$ cat src/cpu_pkg.sv
package cpu_pkg;

  // Word and field widths
  localparam int DBITS     = 32;
  localparam int INSTBITS  = 32;
  localparam int REGNOBITS = 4;
  localparam int REGWORDS  = 1 << REGNOBITS;
  localparam int IMMBITS   = 16;
  localparam int OP1BITS   = 6;
  localparam int OP2BITS   = 8;

  // Byte-address bits per memory, 1024 words each
  localparam int IMEMADDRBITS = 12;
  localparam int DMEMADDRBITS = 12;
  localparam int IMEMWORDS    = 1 << (IMEMADDRBITS - 2);
  localparam int DMEMWORDS    = 1 << (DMEMADDRBITS - 2);

  // Board I/O widths
  localparam int HEXBITS  = 24;
  localparam int LEDRBITS = 10;
  localparam int KEYBITS  = 4;

  localparam logic [DBITS-1:0]   STARTPC   = 32'h0000_0100;  // Reset PC
  localparam logic [DBITS-1:0]   ADDRHEX   = 32'hFFFF_F000;
  localparam logic [DBITS-1:0]   ADDRLEDR  = 32'hFFFF_F020;
  localparam logic [DBITS-1:0]   ADDRKEY   = 32'hFFFF_F080;
  localparam logic [HEXBITS-1:0] HEX_RESET = 24'hFEDEAD;

  // Primary opcodes, inst[31:26]
  localparam logic [OP1BITS-1:0] OP1_ALUR = 6'b000000;
  localparam logic [OP1BITS-1:0] OP1_BEQ  = 6'b001000;
  localparam logic [OP1BITS-1:0] OP1_BLT  = 6'b001001;
  localparam logic [OP1BITS-1:0] OP1_BLE  = 6'b001010;
  localparam logic [OP1BITS-1:0] OP1_BNE  = 6'b001011;
  localparam logic [OP1BITS-1:0] OP1_JAL  = 6'b001100;
  localparam logic [OP1BITS-1:0] OP1_LW   = 6'b010010;
  localparam logic [OP1BITS-1:0] OP1_SW   = 6'b011010;
  localparam logic [OP1BITS-1:0] OP1_ADDI = 6'b100000;
  localparam logic [OP1BITS-1:0] OP1_ANDI = 6'b100100;
  localparam logic [OP1BITS-1:0] OP1_ORI  = 6'b100101;
  localparam logic [OP1BITS-1:0] OP1_XORI = 6'b100110;

  // Secondary opcodes for ALUR, inst[25:18]
  localparam logic [OP2BITS-1:0] OP2_EQ   = 8'b00001000;
  localparam logic [OP2BITS-1:0] OP2_LT   = 8'b00001001;
  localparam logic [OP2BITS-1:0] OP2_LE   = 8'b00001010;
  localparam logic [OP2BITS-1:0] OP2_NE   = 8'b00001011;
  localparam logic [OP2BITS-1:0] OP2_ADD  = 8'b00100000;
  localparam logic [OP2BITS-1:0] OP2_AND  = 8'b00100100;
  localparam logic [OP2BITS-1:0] OP2_OR   = 8'b00100101;
  localparam logic [OP2BITS-1:0] OP2_XOR  = 8'b00100110;
  localparam logic [OP2BITS-1:0] OP2_SUB  = 8'b00101000;
  localparam logic [OP2BITS-1:0] OP2_NAND = 8'b00101100;
  localparam logic [OP2BITS-1:0] OP2_NOR  = 8'b00101101;
  localparam logic [OP2BITS-1:0] OP2_NXOR = 8'b00101110;
  localparam logic [OP2BITS-1:0] OP2_RSHF = 8'b00110000;
  localparam logic [OP2BITS-1:0] OP2_LSHF = 8'b00110001;

  localparam logic [INSTBITS-1:0] NOP = '0;  // ALUR with op2 0, writes r0

  typedef logic [DBITS-1:0]     word_t;
  typedef logic [REGNOBITS-1:0] regno_t;

  typedef struct packed {
    logic is_br;   // BEQ, BLT, BLE, BNE
    logic is_jmp;  // JAL
    logic rd_mem;
    logic wr_mem;
    logic wr_reg;
  } ctrl_t;

  typedef struct packed {
    word_t               pc;    // Address of inst
    logic [INSTBITS-1:0] inst;
  } fe_id_t;

  typedef struct packed {
    word_t              pc;
    logic [OP1BITS-1:0] op1;
    logic [OP2BITS-1:0] op2;
    word_t              a;       // regs[rs]
    word_t              b;       // regs[rt]
    word_t              imm;     // Sign-extended
    regno_t             wregno;
    ctrl_t              ctrl;
  } id_ex_t;

  typedef struct packed {
    word_t  result;  // ALU value, address or link
    word_t  sdata;   // Store data
    regno_t wregno;
    logic   rd_mem;
    logic   wr_mem;
    logic   wr_reg;
  } ex_mem_t;

  typedef struct packed {
    regno_t wregno;
    word_t  value;
    logic   wr_reg;
  } wb_t;

  typedef struct packed {
    logic  valid;
    word_t target;
  } redirect_t;

endpackage
$ cat src/reg_file.sv
`timescale 1ns/1ps

module reg_file (
  input  logic            clk,
  input  logic            reset,
  input  cpu_pkg::regno_t rs,
  input  cpu_pkg::regno_t rt,
  input  cpu_pkg::wb_t    wb,
  output cpu_pkg::word_t  rval_a,
  output cpu_pkg::word_t  rval_b
);
  import cpu_pkg::*;

  word_t regs [REGWORDS];
  logic  wr_en;

  assign wr_en = wb.wr_reg && (wb.wregno != '0);   // r0 is read-only

  always_ff @(posedge clk or posedge reset)
  begin
    if (reset)
    begin
      for (int i = 0; i < REGWORDS; i++)
        regs[i] <= '0;
    end
    else if (wr_en)
      regs[wb.wregno] <= wb.value;
  end

  // Writeback value passes straight through to a matching read
  assign rval_a = (rs == '0)                   ? '0       :
                  (wr_en && wb.wregno == rs)   ? wb.value :
                                                 regs[rs];
  assign rval_b = (rt == '0)                   ? '0       :
                  (wr_en && wb.wregno == rt)   ? wb.value :
                                                 regs[rt];

endmodule

$ cat config.mk
export PLATFORM = sky130hd
export DESIGN_NAME = reg_file
export DESIGN_NICKNAME = d
export VERILOG_FILES = /design/src/cpu_pkg.sv /design/src/reg_file.sv
export SDC_FILE = /design/constraint.sdc
export NUM_CORES = 1
export LEC_CHECK = 0
export ABC_AREA = 0
export ABC_CLOCK_PERIOD_IN_PS = 20500
export BUFFER_PORTS_ARGS = -buffer_cell sky130_fd_sc_hd__buf_2
export CAP_MARGIN = 20
export CORE_ASPECT_RATIO = 1.25
export CORE_MARGIN = 2
export CORE_UTILIZATION = 56
export DETAILED_ROUTE_END_ITERATION = 6
export PLACE_DENSITY = 0.78
export SLEW_MARGIN = 20
export SYNTH_ARGS = -nofsm -noshare
export SYNTH_HDL_FRONTEND = slang
export SYNTH_SLANG_ARGS = --single-unit
export TNS_END_PERCENT = 50
$ cat constraint.sdc
create_clock -name clk -period 20.5 [get_ports clk]
set_input_delay 3.075 -clock clk [delete_from_list [all_inputs] [get_ports clk]]
set_output_delay 3.075 -clock clk [all_outputs]
set_load 0.05 [all_outputs]
==> metrics <==
max FFs per register=~510; Area growth syn-to-layout=7.15%; #FFs+latches synth=around 500; CTS root buf=clkbuf_16; Final TNS setup=0 ns; Clock Power Share=0.284; RSZ-0062 raised after global routing=no; post-synth top area share=0.451; Die Span Y=256 µm; Post-Syn Area=28400 µm²; ys flop type=dfrtp_1; Max Freq=roughly 100 MHz; Worst Setup EP=rval_b[22]; Num Clock Sinks=roughly 510; outcome=finished clean; syn_nets=between 1500 and 2000; Max VDD drop=62.9 µV; H-tree Lvls=2; Final Skew=0 ns; Post-synth EDFFs=0; r2r endpoint=regs[435]; FP Rows=92; Slew HR=0.226; post-layout minimum cycle time=slightly below 10 ns; core area=between 50000 and 60000 µm²; cell family with most CP delay=buffers and inverters; Least-Margin Pin Slew=~1.2 ns; Final ANT Viol Nets=0; Worst-path clk slew=roughly 0.06 ns; final setup fails=0; share of cells above drive strength 1=0.531; I/O Buffers=110; synth warn=0; Max-cap violations=0; Post-synth top cells=dfrtp_1 (512), mux2_2 (415), mux4_2 (229), mux2i_1 (192), buf_2 (74); CP Max Fanout=52; First-pass DRT Iterations=5; width of the die=between 200 and 250 µm; CTS tree=built; Final Hold Viols=0; Gate power share=0.278; startpoint types=primary input; crit path from=rt[0]; CTS buffer count=50; WP depth=7; vias in the first global route=about 18000; Mapped Avg Cell Area=between 15 and 20 µm²; GPL Wtd Cong=around 0.75; clock tree buffer depth=3; Final Routed Wirelength=between 60000 and 70000 µm; Buffers & Inverters on Critical Path=3; Crit. End Element=output pin; Post-CTS Setup Bufs=0; Flop pwr share=0.439; sequential area share after synthesis=0.451; CP Data Arrival Time=around 6.6 ns; 1st-iter DRT viols=around 1200; total gr overflow=0; sw frac=0.301; CP peak stage delay=0.94 ns; Resize count post-CTS=0; first-pass GRT wire length=~110000 µm; max-slew violation count=0; Residual DRC=0; Post-DP HPWL=just under 40000 µm; worst flop-to-flop path startpoint=regs[435]; Nets=about 1800; cell breakdown of the critical path=buf_6 -> buf_4 -> xor2_1 -> nor4_2 -> and2_2 -> a22o_1 -> buf_2; cells on worst reg2reg path=1; Initial Utilization=0.565; Largest Register=regs; cells after synthesis=between 1500 and 2000; Async S/R FF share, synth=1.00; fin crit share=0.471; hold_buf cts=0; post-synth top area cell=dfrtp_1; top post-synthesis cells by area=dfrtp_1 (45%), mux4_2 (18%), mux2_2 (16%); type of the tightest min-delay check=flop to flop; WP data required=approximately 17 ns; Net Sw Power=~0.00096 W; initial antenna violation count=2; flop2flop setup slack=slightly below 20 ns; PD cells=104 nW/µm²; Ports=between 100 and 150; via/cell ratio=about 6.7; Internal=around 0.0022 W; biggest regs=regs (512); Critical-path top delay cell=and2_2; Die Area=about 53000 µm²; WL per Instance=about 28 µm; Static Leak=between 10 and 15 nW; Via Count=16233; WS Path Type=primary input to output pin; Clock Latency Late Sink=a little under 0.6 ns; top-count cell post-synth=dfrtp_1; All-Layer GR Usage=0.271; Tot Pwr=between 0.003 and 0.004 W; largest net degree at the start of global routing=roughly 170; number of distinct library cells after synthesis=30
cells in the final DEF (no fill, tap or decap), types with 14 or more instances in the layout:
cell	n
dfrtp_1	512
buf_2	104
mux4_1	27
clkbuf_16	53
buf_4	29
mux2_2	415
mux2i_1	192
mux4_2	229
clkbuf_1	14
a22o_1	64
mux2_4	60
cell type report:
cell class                      instances  area (µm²)
Fill cell                            3627       19800
Multi-Input combinational cell       1031       14400
Sequential cell                       512       12800
Clock buffer                           79        1540
Timing Repair Buffer                  142         865
Tap cell                              658         823
Clock inverter                          8        40.0
Inverter                                1        11.3
Antenna cell                            4        10.0
how the worst min path moves through the flow:
stage / start / to / slack (ns) / cells after the start
detailed placement: regs[484] / regs[484] / 0.38 / 0
global placement: regs[507] / regs[507] / 0.38 / 0
finish: regs[494] / regs[494] / 0.39 / 0
CTS: regs[507] / regs[507] / 0.40 / 0
floorplan: regs[480] / regs[480] / 0.44 / 1
global route: regs[496] / regs[496] / 0.41 / 0
cells by family (layout without fill, tap and decap cells):
kind of cell	after synthesis	count (layout)	synth area share
XOR/XNOR	8	8	0.00247
buffers and inverters	214	230	0.0479
other	0	4	0
AND/OR/NAND/NOR	28	28	0.00599
flip-flops	512	512	0.451
AO/OA/AOI/OAI	67	67	0.0207
multiplexers	928	928	0.472
per-layer routing:
metal	part of all wire	vias to the layer above	routed length (µm)	track usage
li1	-	6771	-	-
met1	0.40	8810	27900	0.362
met2	0.50	504	34900	0.448
met3	0.060	146	4110	0.0503
met4	0.032	2	2220	0.0939
met5	0.00012	-	8	0
power by group through the flow:
stage / combinational, W / sequential (W) / clock [W]
finish: 0.000882 / 0.00139 / 0.000902
global route: 0.000939 / 0.00142 / 0.000956
CTS: 0.000889 / 0.00139 / 0.000917
detailed placement: 0.000886 / 0.00141 / 0
global placement: 0.000865 / 0.00138 / 0
floorplan: 0.000742 / 0.00135 / 0
metrics by stage:
stage	hold WS (ns)	util	area (µm²)	worst slack, ns	cells
floorplan	0.441	-	28400	3.13	1757
global placement	0.377	0.573	28800	10.82	2343
detailed placement	0.384	0.573	28800	10.77	2343
CTS	0.398	0.605	30400	10.76	2430
global route	0.409	0.605	30400	10.59	2432
finish	0.394	0.605	30500	10.84	2435
(Power assumes the default switching activity.)
