==> config.mk <==
export PLATFORM = sky130hd
export DESIGN_NAME = decode_stage
export DESIGN_NICKNAME = d
export VERILOG_FILES = /design/src/cpu_pkg.sv /design/src/decode_stage.sv
export SDC_FILE = /design/constraint.sdc
export NUM_CORES = 1
export LEC_CHECK = 0
export BUFFER_PORTS_ARGS = -buffer_cell sky130_fd_sc_hd__buf_2
export CORE_MARGIN = 2
export CORE_UTILIZATION = 34
export CTS_BUF_LIST = sky130_fd_sc_hd__clkbuf_2
export DETAILED_ROUTE_END_ITERATION = 10
export PLACE_DENSITY = 0.76
export SYNTH_ARGS = -nofsm -noshare
export SYNTH_HDL_FRONTEND = slang
export SYNTH_SLANG_ARGS = --single-unit
==> constraint.sdc <==
create_clock -name clk -period 8.75 [get_ports clk]
set_input_delay 0.4375 -clock clk [delete_from_list [all_inputs] [get_ports clk]]
set_output_delay 0.4375 -clock clk [all_outputs]
set_load 0.01 [all_outputs]
==> src/cpu_pkg.sv <==
package cpu_pkg;

  // Word and field widths
  localparam int DBITS     = 32;
  localparam int INSTBITS  = 32;
  localparam int REGNOBITS = 4;
  localparam int REGWORDS  = 1 << REGNOBITS;
  localparam int IMMBITS   = 16;
  localparam int OP1BITS   = 6;
  localparam int OP2BITS   = 8;

  // Byte-address bits per memory, 1024 words each
  localparam int IMEMADDRBITS = 12;
  localparam int DMEMADDRBITS = 12;
  localparam int IMEMWORDS    = 1 << (IMEMADDRBITS - 2);
  localparam int DMEMWORDS    = 1 << (DMEMADDRBITS - 2);

  // Board I/O widths
  localparam int HEXBITS  = 24;
  localparam int LEDRBITS = 10;
  localparam int KEYBITS  = 4;

  localparam logic [DBITS-1:0]   STARTPC   = 32'h0000_0100;  // Reset PC
  localparam logic [DBITS-1:0]   ADDRHEX   = 32'hFFFF_F000;
  localparam logic [DBITS-1:0]   ADDRLEDR  = 32'hFFFF_F020;
  localparam logic [DBITS-1:0]   ADDRKEY   = 32'hFFFF_F080;
  localparam logic [HEXBITS-1:0] HEX_RESET = 24'hFEDEAD;

  // Primary opcodes, inst[31:26]
  localparam logic [OP1BITS-1:0] OP1_ALUR = 6'b000000;
  localparam logic [OP1BITS-1:0] OP1_BEQ  = 6'b001000;
  localparam logic [OP1BITS-1:0] OP1_BLT  = 6'b001001;
  localparam logic [OP1BITS-1:0] OP1_BLE  = 6'b001010;
  localparam logic [OP1BITS-1:0] OP1_BNE  = 6'b001011;
  localparam logic [OP1BITS-1:0] OP1_JAL  = 6'b001100;
  localparam logic [OP1BITS-1:0] OP1_LW   = 6'b010010;
  localparam logic [OP1BITS-1:0] OP1_SW   = 6'b011010;
  localparam logic [OP1BITS-1:0] OP1_ADDI = 6'b100000;
  localparam logic [OP1BITS-1:0] OP1_ANDI = 6'b100100;
  localparam logic [OP1BITS-1:0] OP1_ORI  = 6'b100101;
  localparam logic [OP1BITS-1:0] OP1_XORI = 6'b100110;

  // Secondary opcodes for ALUR, inst[25:18]
  localparam logic [OP2BITS-1:0] OP2_EQ   = 8'b00001000;
  localparam logic [OP2BITS-1:0] OP2_LT   = 8'b00001001;
  localparam logic [OP2BITS-1:0] OP2_LE   = 8'b00001010;
  localparam logic [OP2BITS-1:0] OP2_NE   = 8'b00001011;
  localparam logic [OP2BITS-1:0] OP2_ADD  = 8'b00100000;
  localparam logic [OP2BITS-1:0] OP2_AND  = 8'b00100100;
  localparam logic [OP2BITS-1:0] OP2_OR   = 8'b00100101;
  localparam logic [OP2BITS-1:0] OP2_XOR  = 8'b00100110;
  localparam logic [OP2BITS-1:0] OP2_SUB  = 8'b00101000;
  localparam logic [OP2BITS-1:0] OP2_NAND = 8'b00101100;
  localparam logic [OP2BITS-1:0] OP2_NOR  = 8'b00101101;
  localparam logic [OP2BITS-1:0] OP2_NXOR = 8'b00101110;
  localparam logic [OP2BITS-1:0] OP2_RSHF = 8'b00110000;
  localparam logic [OP2BITS-1:0] OP2_LSHF = 8'b00110001;

  localparam logic [INSTBITS-1:0] NOP = '0;  // ALUR with op2 0, writes r0

  typedef logic [DBITS-1:0]     word_t;
  typedef logic [REGNOBITS-1:0] regno_t;

  typedef struct packed {
    logic is_br;   // BEQ, BLT, BLE, BNE
    logic is_jmp;  // JAL
    logic rd_mem;
    logic wr_mem;
    logic wr_reg;
  } ctrl_t;

  typedef struct packed {
    word_t               pc;    // Address of inst
    logic [INSTBITS-1:0] inst;
  } fe_id_t;

  typedef struct packed {
    word_t              pc;
    logic [OP1BITS-1:0] op1;
    logic [OP2BITS-1:0] op2;
    word_t              a;       // regs[rs]
    word_t              b;       // regs[rt]
    word_t              imm;     // Sign-extended
    regno_t             wregno;
    ctrl_t              ctrl;
  } id_ex_t;

  typedef struct packed {
    word_t  result;  // ALU value, address or link
    word_t  sdata;   // Store data
    regno_t wregno;
    logic   rd_mem;
    logic   wr_mem;
    logic   wr_reg;
  } ex_mem_t;

  typedef struct packed {
    regno_t wregno;
    word_t  value;
    logic   wr_reg;
  } wb_t;

  typedef struct packed {
    logic  valid;
    word_t target;
  } redirect_t;

endpackage
==> src/decode_stage.sv <==
`timescale 1ns/1ps

module decode_stage (
  input  logic               clk,
  input  logic               reset,
  input  cpu_pkg::fe_id_t    fe_id,
  input  cpu_pkg::word_t     rval_a,
  input  cpu_pkg::word_t     rval_b,
  input  cpu_pkg::redirect_t redirect,
  input  cpu_pkg::regno_t    ex_wregno,
  input  cpu_pkg::regno_t    mem_wregno,
  output cpu_pkg::regno_t    rs,
  output cpu_pkg::regno_t    rt,
  output logic               stall,
  output logic               hold_fetch,
  output cpu_pkg::id_ex_t    id_ex
);
  import cpu_pkg::*;

  logic [OP1BITS-1:0] op1;
  logic [OP2BITS-1:0] op2;
  logic [IMMBITS-1:0] imm16;
  regno_t             rd;
  regno_t             wregno;
  word_t              sxt_imm;
  ctrl_t              ctrl;
  logic               is_alur;
  logic               is_imm;
  logic               use_rs;
  logic               use_rt;
  logic               hit_rs;
  logic               hit_rt;

  // Instruction fields
  assign op1   = fe_id.inst[31:26];
  assign op2   = fe_id.inst[25:18];
  assign imm16 = fe_id.inst[23:8];   // Overlaps op2 and rd
  assign rd    = fe_id.inst[11:8];
  assign rs    = fe_id.inst[7:4];
  assign rt    = fe_id.inst[3:0];

  assign sxt_imm = {{(DBITS-IMMBITS){imm16[IMMBITS-1]}}, imm16};

  assign is_alur = (op1 == OP1_ALUR);
  assign is_imm  = op1[OP1BITS-1];   // ADDI, ANDI, ORI, XORI

  always_comb
  begin
    ctrl.is_br  = (op1[OP1BITS-1:2] == OP1_BEQ[OP1BITS-1:2]);  // Four compare branches
    ctrl.is_jmp = (op1 == OP1_JAL);
    ctrl.rd_mem = (op1 == OP1_LW);
    ctrl.wr_mem = (op1 == OP1_SW);
    ctrl.wr_reg = !(ctrl.is_br || ctrl.wr_mem);
  end

  // Destination register
  always_comb
  begin
    if (is_alur)
      wregno = rd;
    else if (ctrl.is_br || ctrl.wr_mem)
      wregno = '0;      // Nothing written back
    else
      wregno = rt;      // Immediates, LW, JAL
  end

  // Which sources are really read
  assign use_rt = is_alur || ctrl.is_br || ctrl.wr_mem;
  assign use_rs = use_rt || ctrl.is_jmp || ctrl.rd_mem || is_imm;

  // Match against destinations still in flight, r0 never blocks
  assign hit_rs = (rs != '0) &&
                  ((rs == id_ex.wregno) || (rs == ex_wregno) || (rs == mem_wregno));
  assign hit_rt = (rt != '0) &&
                  ((rt == id_ex.wregno) || (rt == ex_wregno) || (rt == mem_wregno));

  assign stall      = (use_rs && hit_rs) || (use_rt && hit_rt);
  assign hold_fetch = ctrl.is_br || ctrl.is_jmp;   // Wait for execute to resolve

  always_ff @(posedge clk or posedge reset)
  begin
    if (reset)
      id_ex <= '0;
    else if (stall || redirect.valid)
      id_ex <= '0;     // Bubble, all-zero carries no write
    else
    begin
      id_ex.pc     <= fe_id.pc;
      id_ex.op1    <= op1;
      id_ex.op2    <= op2;
      id_ex.a      <= rval_a;
      id_ex.b      <= rval_b;
      id_ex.imm    <= sxt_imm;
      id_ex.wregno <= wregno;
      id_ex.ctrl   <= ctrl;
    end
  end

  // A stalled instruction keeps its place in decode until its sources are free
  a_stall_holds: assert property (@(posedge clk) disable iff (reset)
    stall |=> $stable(fe_id));

endmodule

==> flow_metrics.env <==
export IMPL_outcome="completed"
export IMPL_io_pins=332
export IMPL_die_area_um2=17290
export IMPL_slowest_stage="dfrtp_1"
export IMPL_skew_ns=0.02557
export IMPL_drive_gt1_share_pct=55.67
export IMPL_timing_fmax_mhz=374.0
export IMPL_mostFrequentLayoutCells="298 x buf_2, 129 x dfrtp_1, 122 x dlygate4sd3_1"
export IMPL_routed_wl_um=15510
export IMPL_numClockSinks=129
export IMPL_vias=4394
export IMPL_core_area_um2=15890
export IMPL_route_detailed_drc=0
export IMPL_worstPathRequired_ns=8.31
export IMPL_initial_utilization_pct=34.80
export IMPL_slew_viol_final=0
export IMPL_drt_iter0_markers=146
export IMPL_num_antenna_cells=0
export IMPL_drv_cap=0
export IMPL_largest_register="id_ex"
export IMPL_overflow=0
export IMPL_cpPeakStageDelay_ns=0.46
export IMPL_layout_commonest_cell="buf_2"
export IMPL_ant_nets=0
export IMPL_rsz0062_at_grt="no"
export IMPL_viasPerCell=4.429
export IMPL_netlist_area_um2=5528
export IMPL_cp_start_kind="flop"
export IMPL_fin_nets=934
export IMPL_rows=46
export IMPL_track_usage_pct=18.27
export IMPL_cts_buffer_depth=2
export IMPL_cts_max_level=4
export IMPL_finalHoldViolCount=0
export IMPL_dpl_instance_area_um2=6917
export IMPL_cts_tree="done"
export IMPL_wire_per_inst_um=15.64
export IMPL_syn_nets=548
export IMPL_numCtsBuffers=17
export IMPL_largest_register_ffs=129
export IMPL_worst_slew_pin_slew_ns=1.013
export IMPL_setup_viol=0
export IMPL_yosysSeqAreaShare_pct=58.40
export IMPL_vdd_ir_drop_worst_uv=84.86
export IMPL_dp_hpwl_um=9457
export IMPL_cp_end_kind="primary output"
export IMPL_fin_crit_sh_pct=30.56
export IMPL_design_area_um2=8416
export IMPL_p_leak_nw=4.296
export IMPL_ys_ff_latch=129
export IMPL_clock_latency_ns=0.69
export IMPL_p_per_area_nw_per_um2=161.5
export IMPL_largestRegisters="id_ex x129"
export IMPL_area_growth_pct=52.24
export IMPL_fill_cells=1344
export IMPL_fin_tns_setup_ns=0
export IMPL_detail_route_first_pass_iterations=5
export IMPL_place_gp_congestion=0.7988
export IMPL_cp_arrival_ns=2.24
export IMPL_relSlewSlack_pct=32.44
export IMPL_root_buffer="clkbuf_2"
export IMPL_cts_resized=0
export IMPL_fin_crit_ns=2.674
export IMPL_die_w_um=131.5
export IMPL_avgSynthCellArea_um2=14.66
export IMPL_ys_types=26
export IMPL_path_class="flop to primary output"
export IMPL_port_buffers=299
export IMPL_antenna_found_initial=0
export IMPL_netlist_instances=377
export IMPL_path_max_fanout=3
export IMPL_clk_pin_slew_ns=0.18
export IMPL_cts_setup_buffers=0
export IMPL_grt_pass1_wl_um=24780
export IMPL_first_global_vias=4745
export IMPL_hold_class="input pin to flop"
export IMPL_grt_max_degree=68
export IMPL_ys_warn_count=0
export IMPL_dieHeight_um=131.5
export IMPL_path_cells="xor2_1 > nor4_1 > nor3_1 > o32ai_4 > buf_2"
==> worst max-delay path: cells and delay by family (launching register included) <==
family	cells	cell delay, ns
xor gates and xnor gates	1	0.15
DFF	1	0.46
AOI/OAI and AO/OA	1	0.31
buffers and inverters	1	0.18
and+or+nand+nor	2	0.46
==> per-layer routing <==
layer,part of all wire [%],global-route usage [%],up-vias
met3,7.2,6.366,23
met1,37,19.16,2137
met5,0,0,-
met2,54,33.92,196
met4,2.0,6.039,0
li1,-,-,2038
==> timing repair <==
action,in CTS,in global routing
hold endpoints to repair,189,0
setup endpoints to repair,0,0
hold buffers,122,0
==> report_power, final <==
group	total, mW	internal, mW	leakage (nW)	switching, mW
sequential	0.653	0.639	1.68	0.0144
clock	0.417	0.186	0.159	0.231
combinational	0.289	0.139	2.45	0.150
total	1.36	0.963	4.30	0.396
==> layout make-up <==
cell class / instances / area [um^2] / area share (%)
flip-flops and latches: 129 / 3228 / 38.36
repair buffers: 425 / 2754 / 32.72
multi-input cells: 188 / 1876 / 22.29
well taps: 216 / 270.3 / 3.211
clock inverters: 15 / 192.7 / 2.290
clock buffers: 17 / 85.08 / 1.011
inverters: 2 / 10.01 / 0.1189
==> final timing paths <==
path                                    start                   end  slack [ns]  cells past startpoint
max                        id_ex[6]$_DFF_PP0_                 stall        6.08                      5
min                                  fe_id[1]    id_ex[6]$_DFF_PP0_        0.18                      3
max reg2reg                id_ex[6]$_DFF_PP0_   id_ex[89]$_DFF_PP0_        6.19                      6
min reg2reg                id_ex[7]$_DFF_PP0_  id_ex[116]$_DFF_PP0_        1.69                      6
max in group asynchronous               reset   id_ex[96]$_DFF_PP0_        6.99                      4
min in group asynchronous               reset   id_ex[62]$_DFF_PP0_        0.43                      3
==> cell families (layout without fill, tap and decap cells) <==
| kind of cell | after synthesis | count (layout) | share of synthesized area, % |
|---|---|---|---|
| compound gates | 10 | 10 | 1.720 |
| xor+xnor | 24 | 24 | 3.803 |
| buf+inv | 60 | 459 | 7.673 |
| flops | 129 | 129 | 58.40 |
| simple gates | 154 | 154 | 28.41 |
==> metrics by stage <==
stage / power, mW / setup slack (ns) / hold slack (ns) / cells / utilization (%)
2_1_floorplan: 0.8233 / 4.872 / 0.5102 / 377 / -
5_1_grt: 1.429 / 5.868 / 0.08431 / 992 / 52.98
3_5_place_dp: 0.9094 / 6.038 / 0.6520 / 838 / 43.54
4_1_cts: 1.374 / 5.986 / 0.09816 / 992 / 52.98
3_3_place_gp: 0.9048 / 6.028 / 0.6445 / 838 / 43.54
6_report: 1.359 / 6.076 / 0.1809 / 992 / 52.98
==> synthesized netlist by cell type (all sizes together) <==
| cell | instances | area share, % |
|---|---|---|
| dfrtp | 129 | 58 |
| nor3b | 118 | 24 |
| buf | 44 | 6.6 |
| xor2 | 24 | 3.8 |
| clkbuf | 14 | 0.95 |
| nor3 | 10 | 1.3 |
| nor4 | 10 | 1.1 |
| a22oi | 4 | 0.54 |
| nand2 | 3 | 0.20 |
| nor2 | 3 | 0.20 |
| nor2b | 3 | 0.34 |
| a211oi | 2 | 0.27 |
| inv | 2 | 0.14 |
| nand2b | 2 | 0.23 |
| o31ai | 2 | 0.27 |
| a21boi | 1 | 0.14 |
| nand3 | 1 | 0.090 |
| nand3b | 1 | 0.14 |
| nand4 | 1 | 0.11 |
| o32ai | 1 | 0.50 |
| or3 | 1 | 0.11 |
| or4 | 1 | 0.14 |
(Power assumes the default switching activity.)
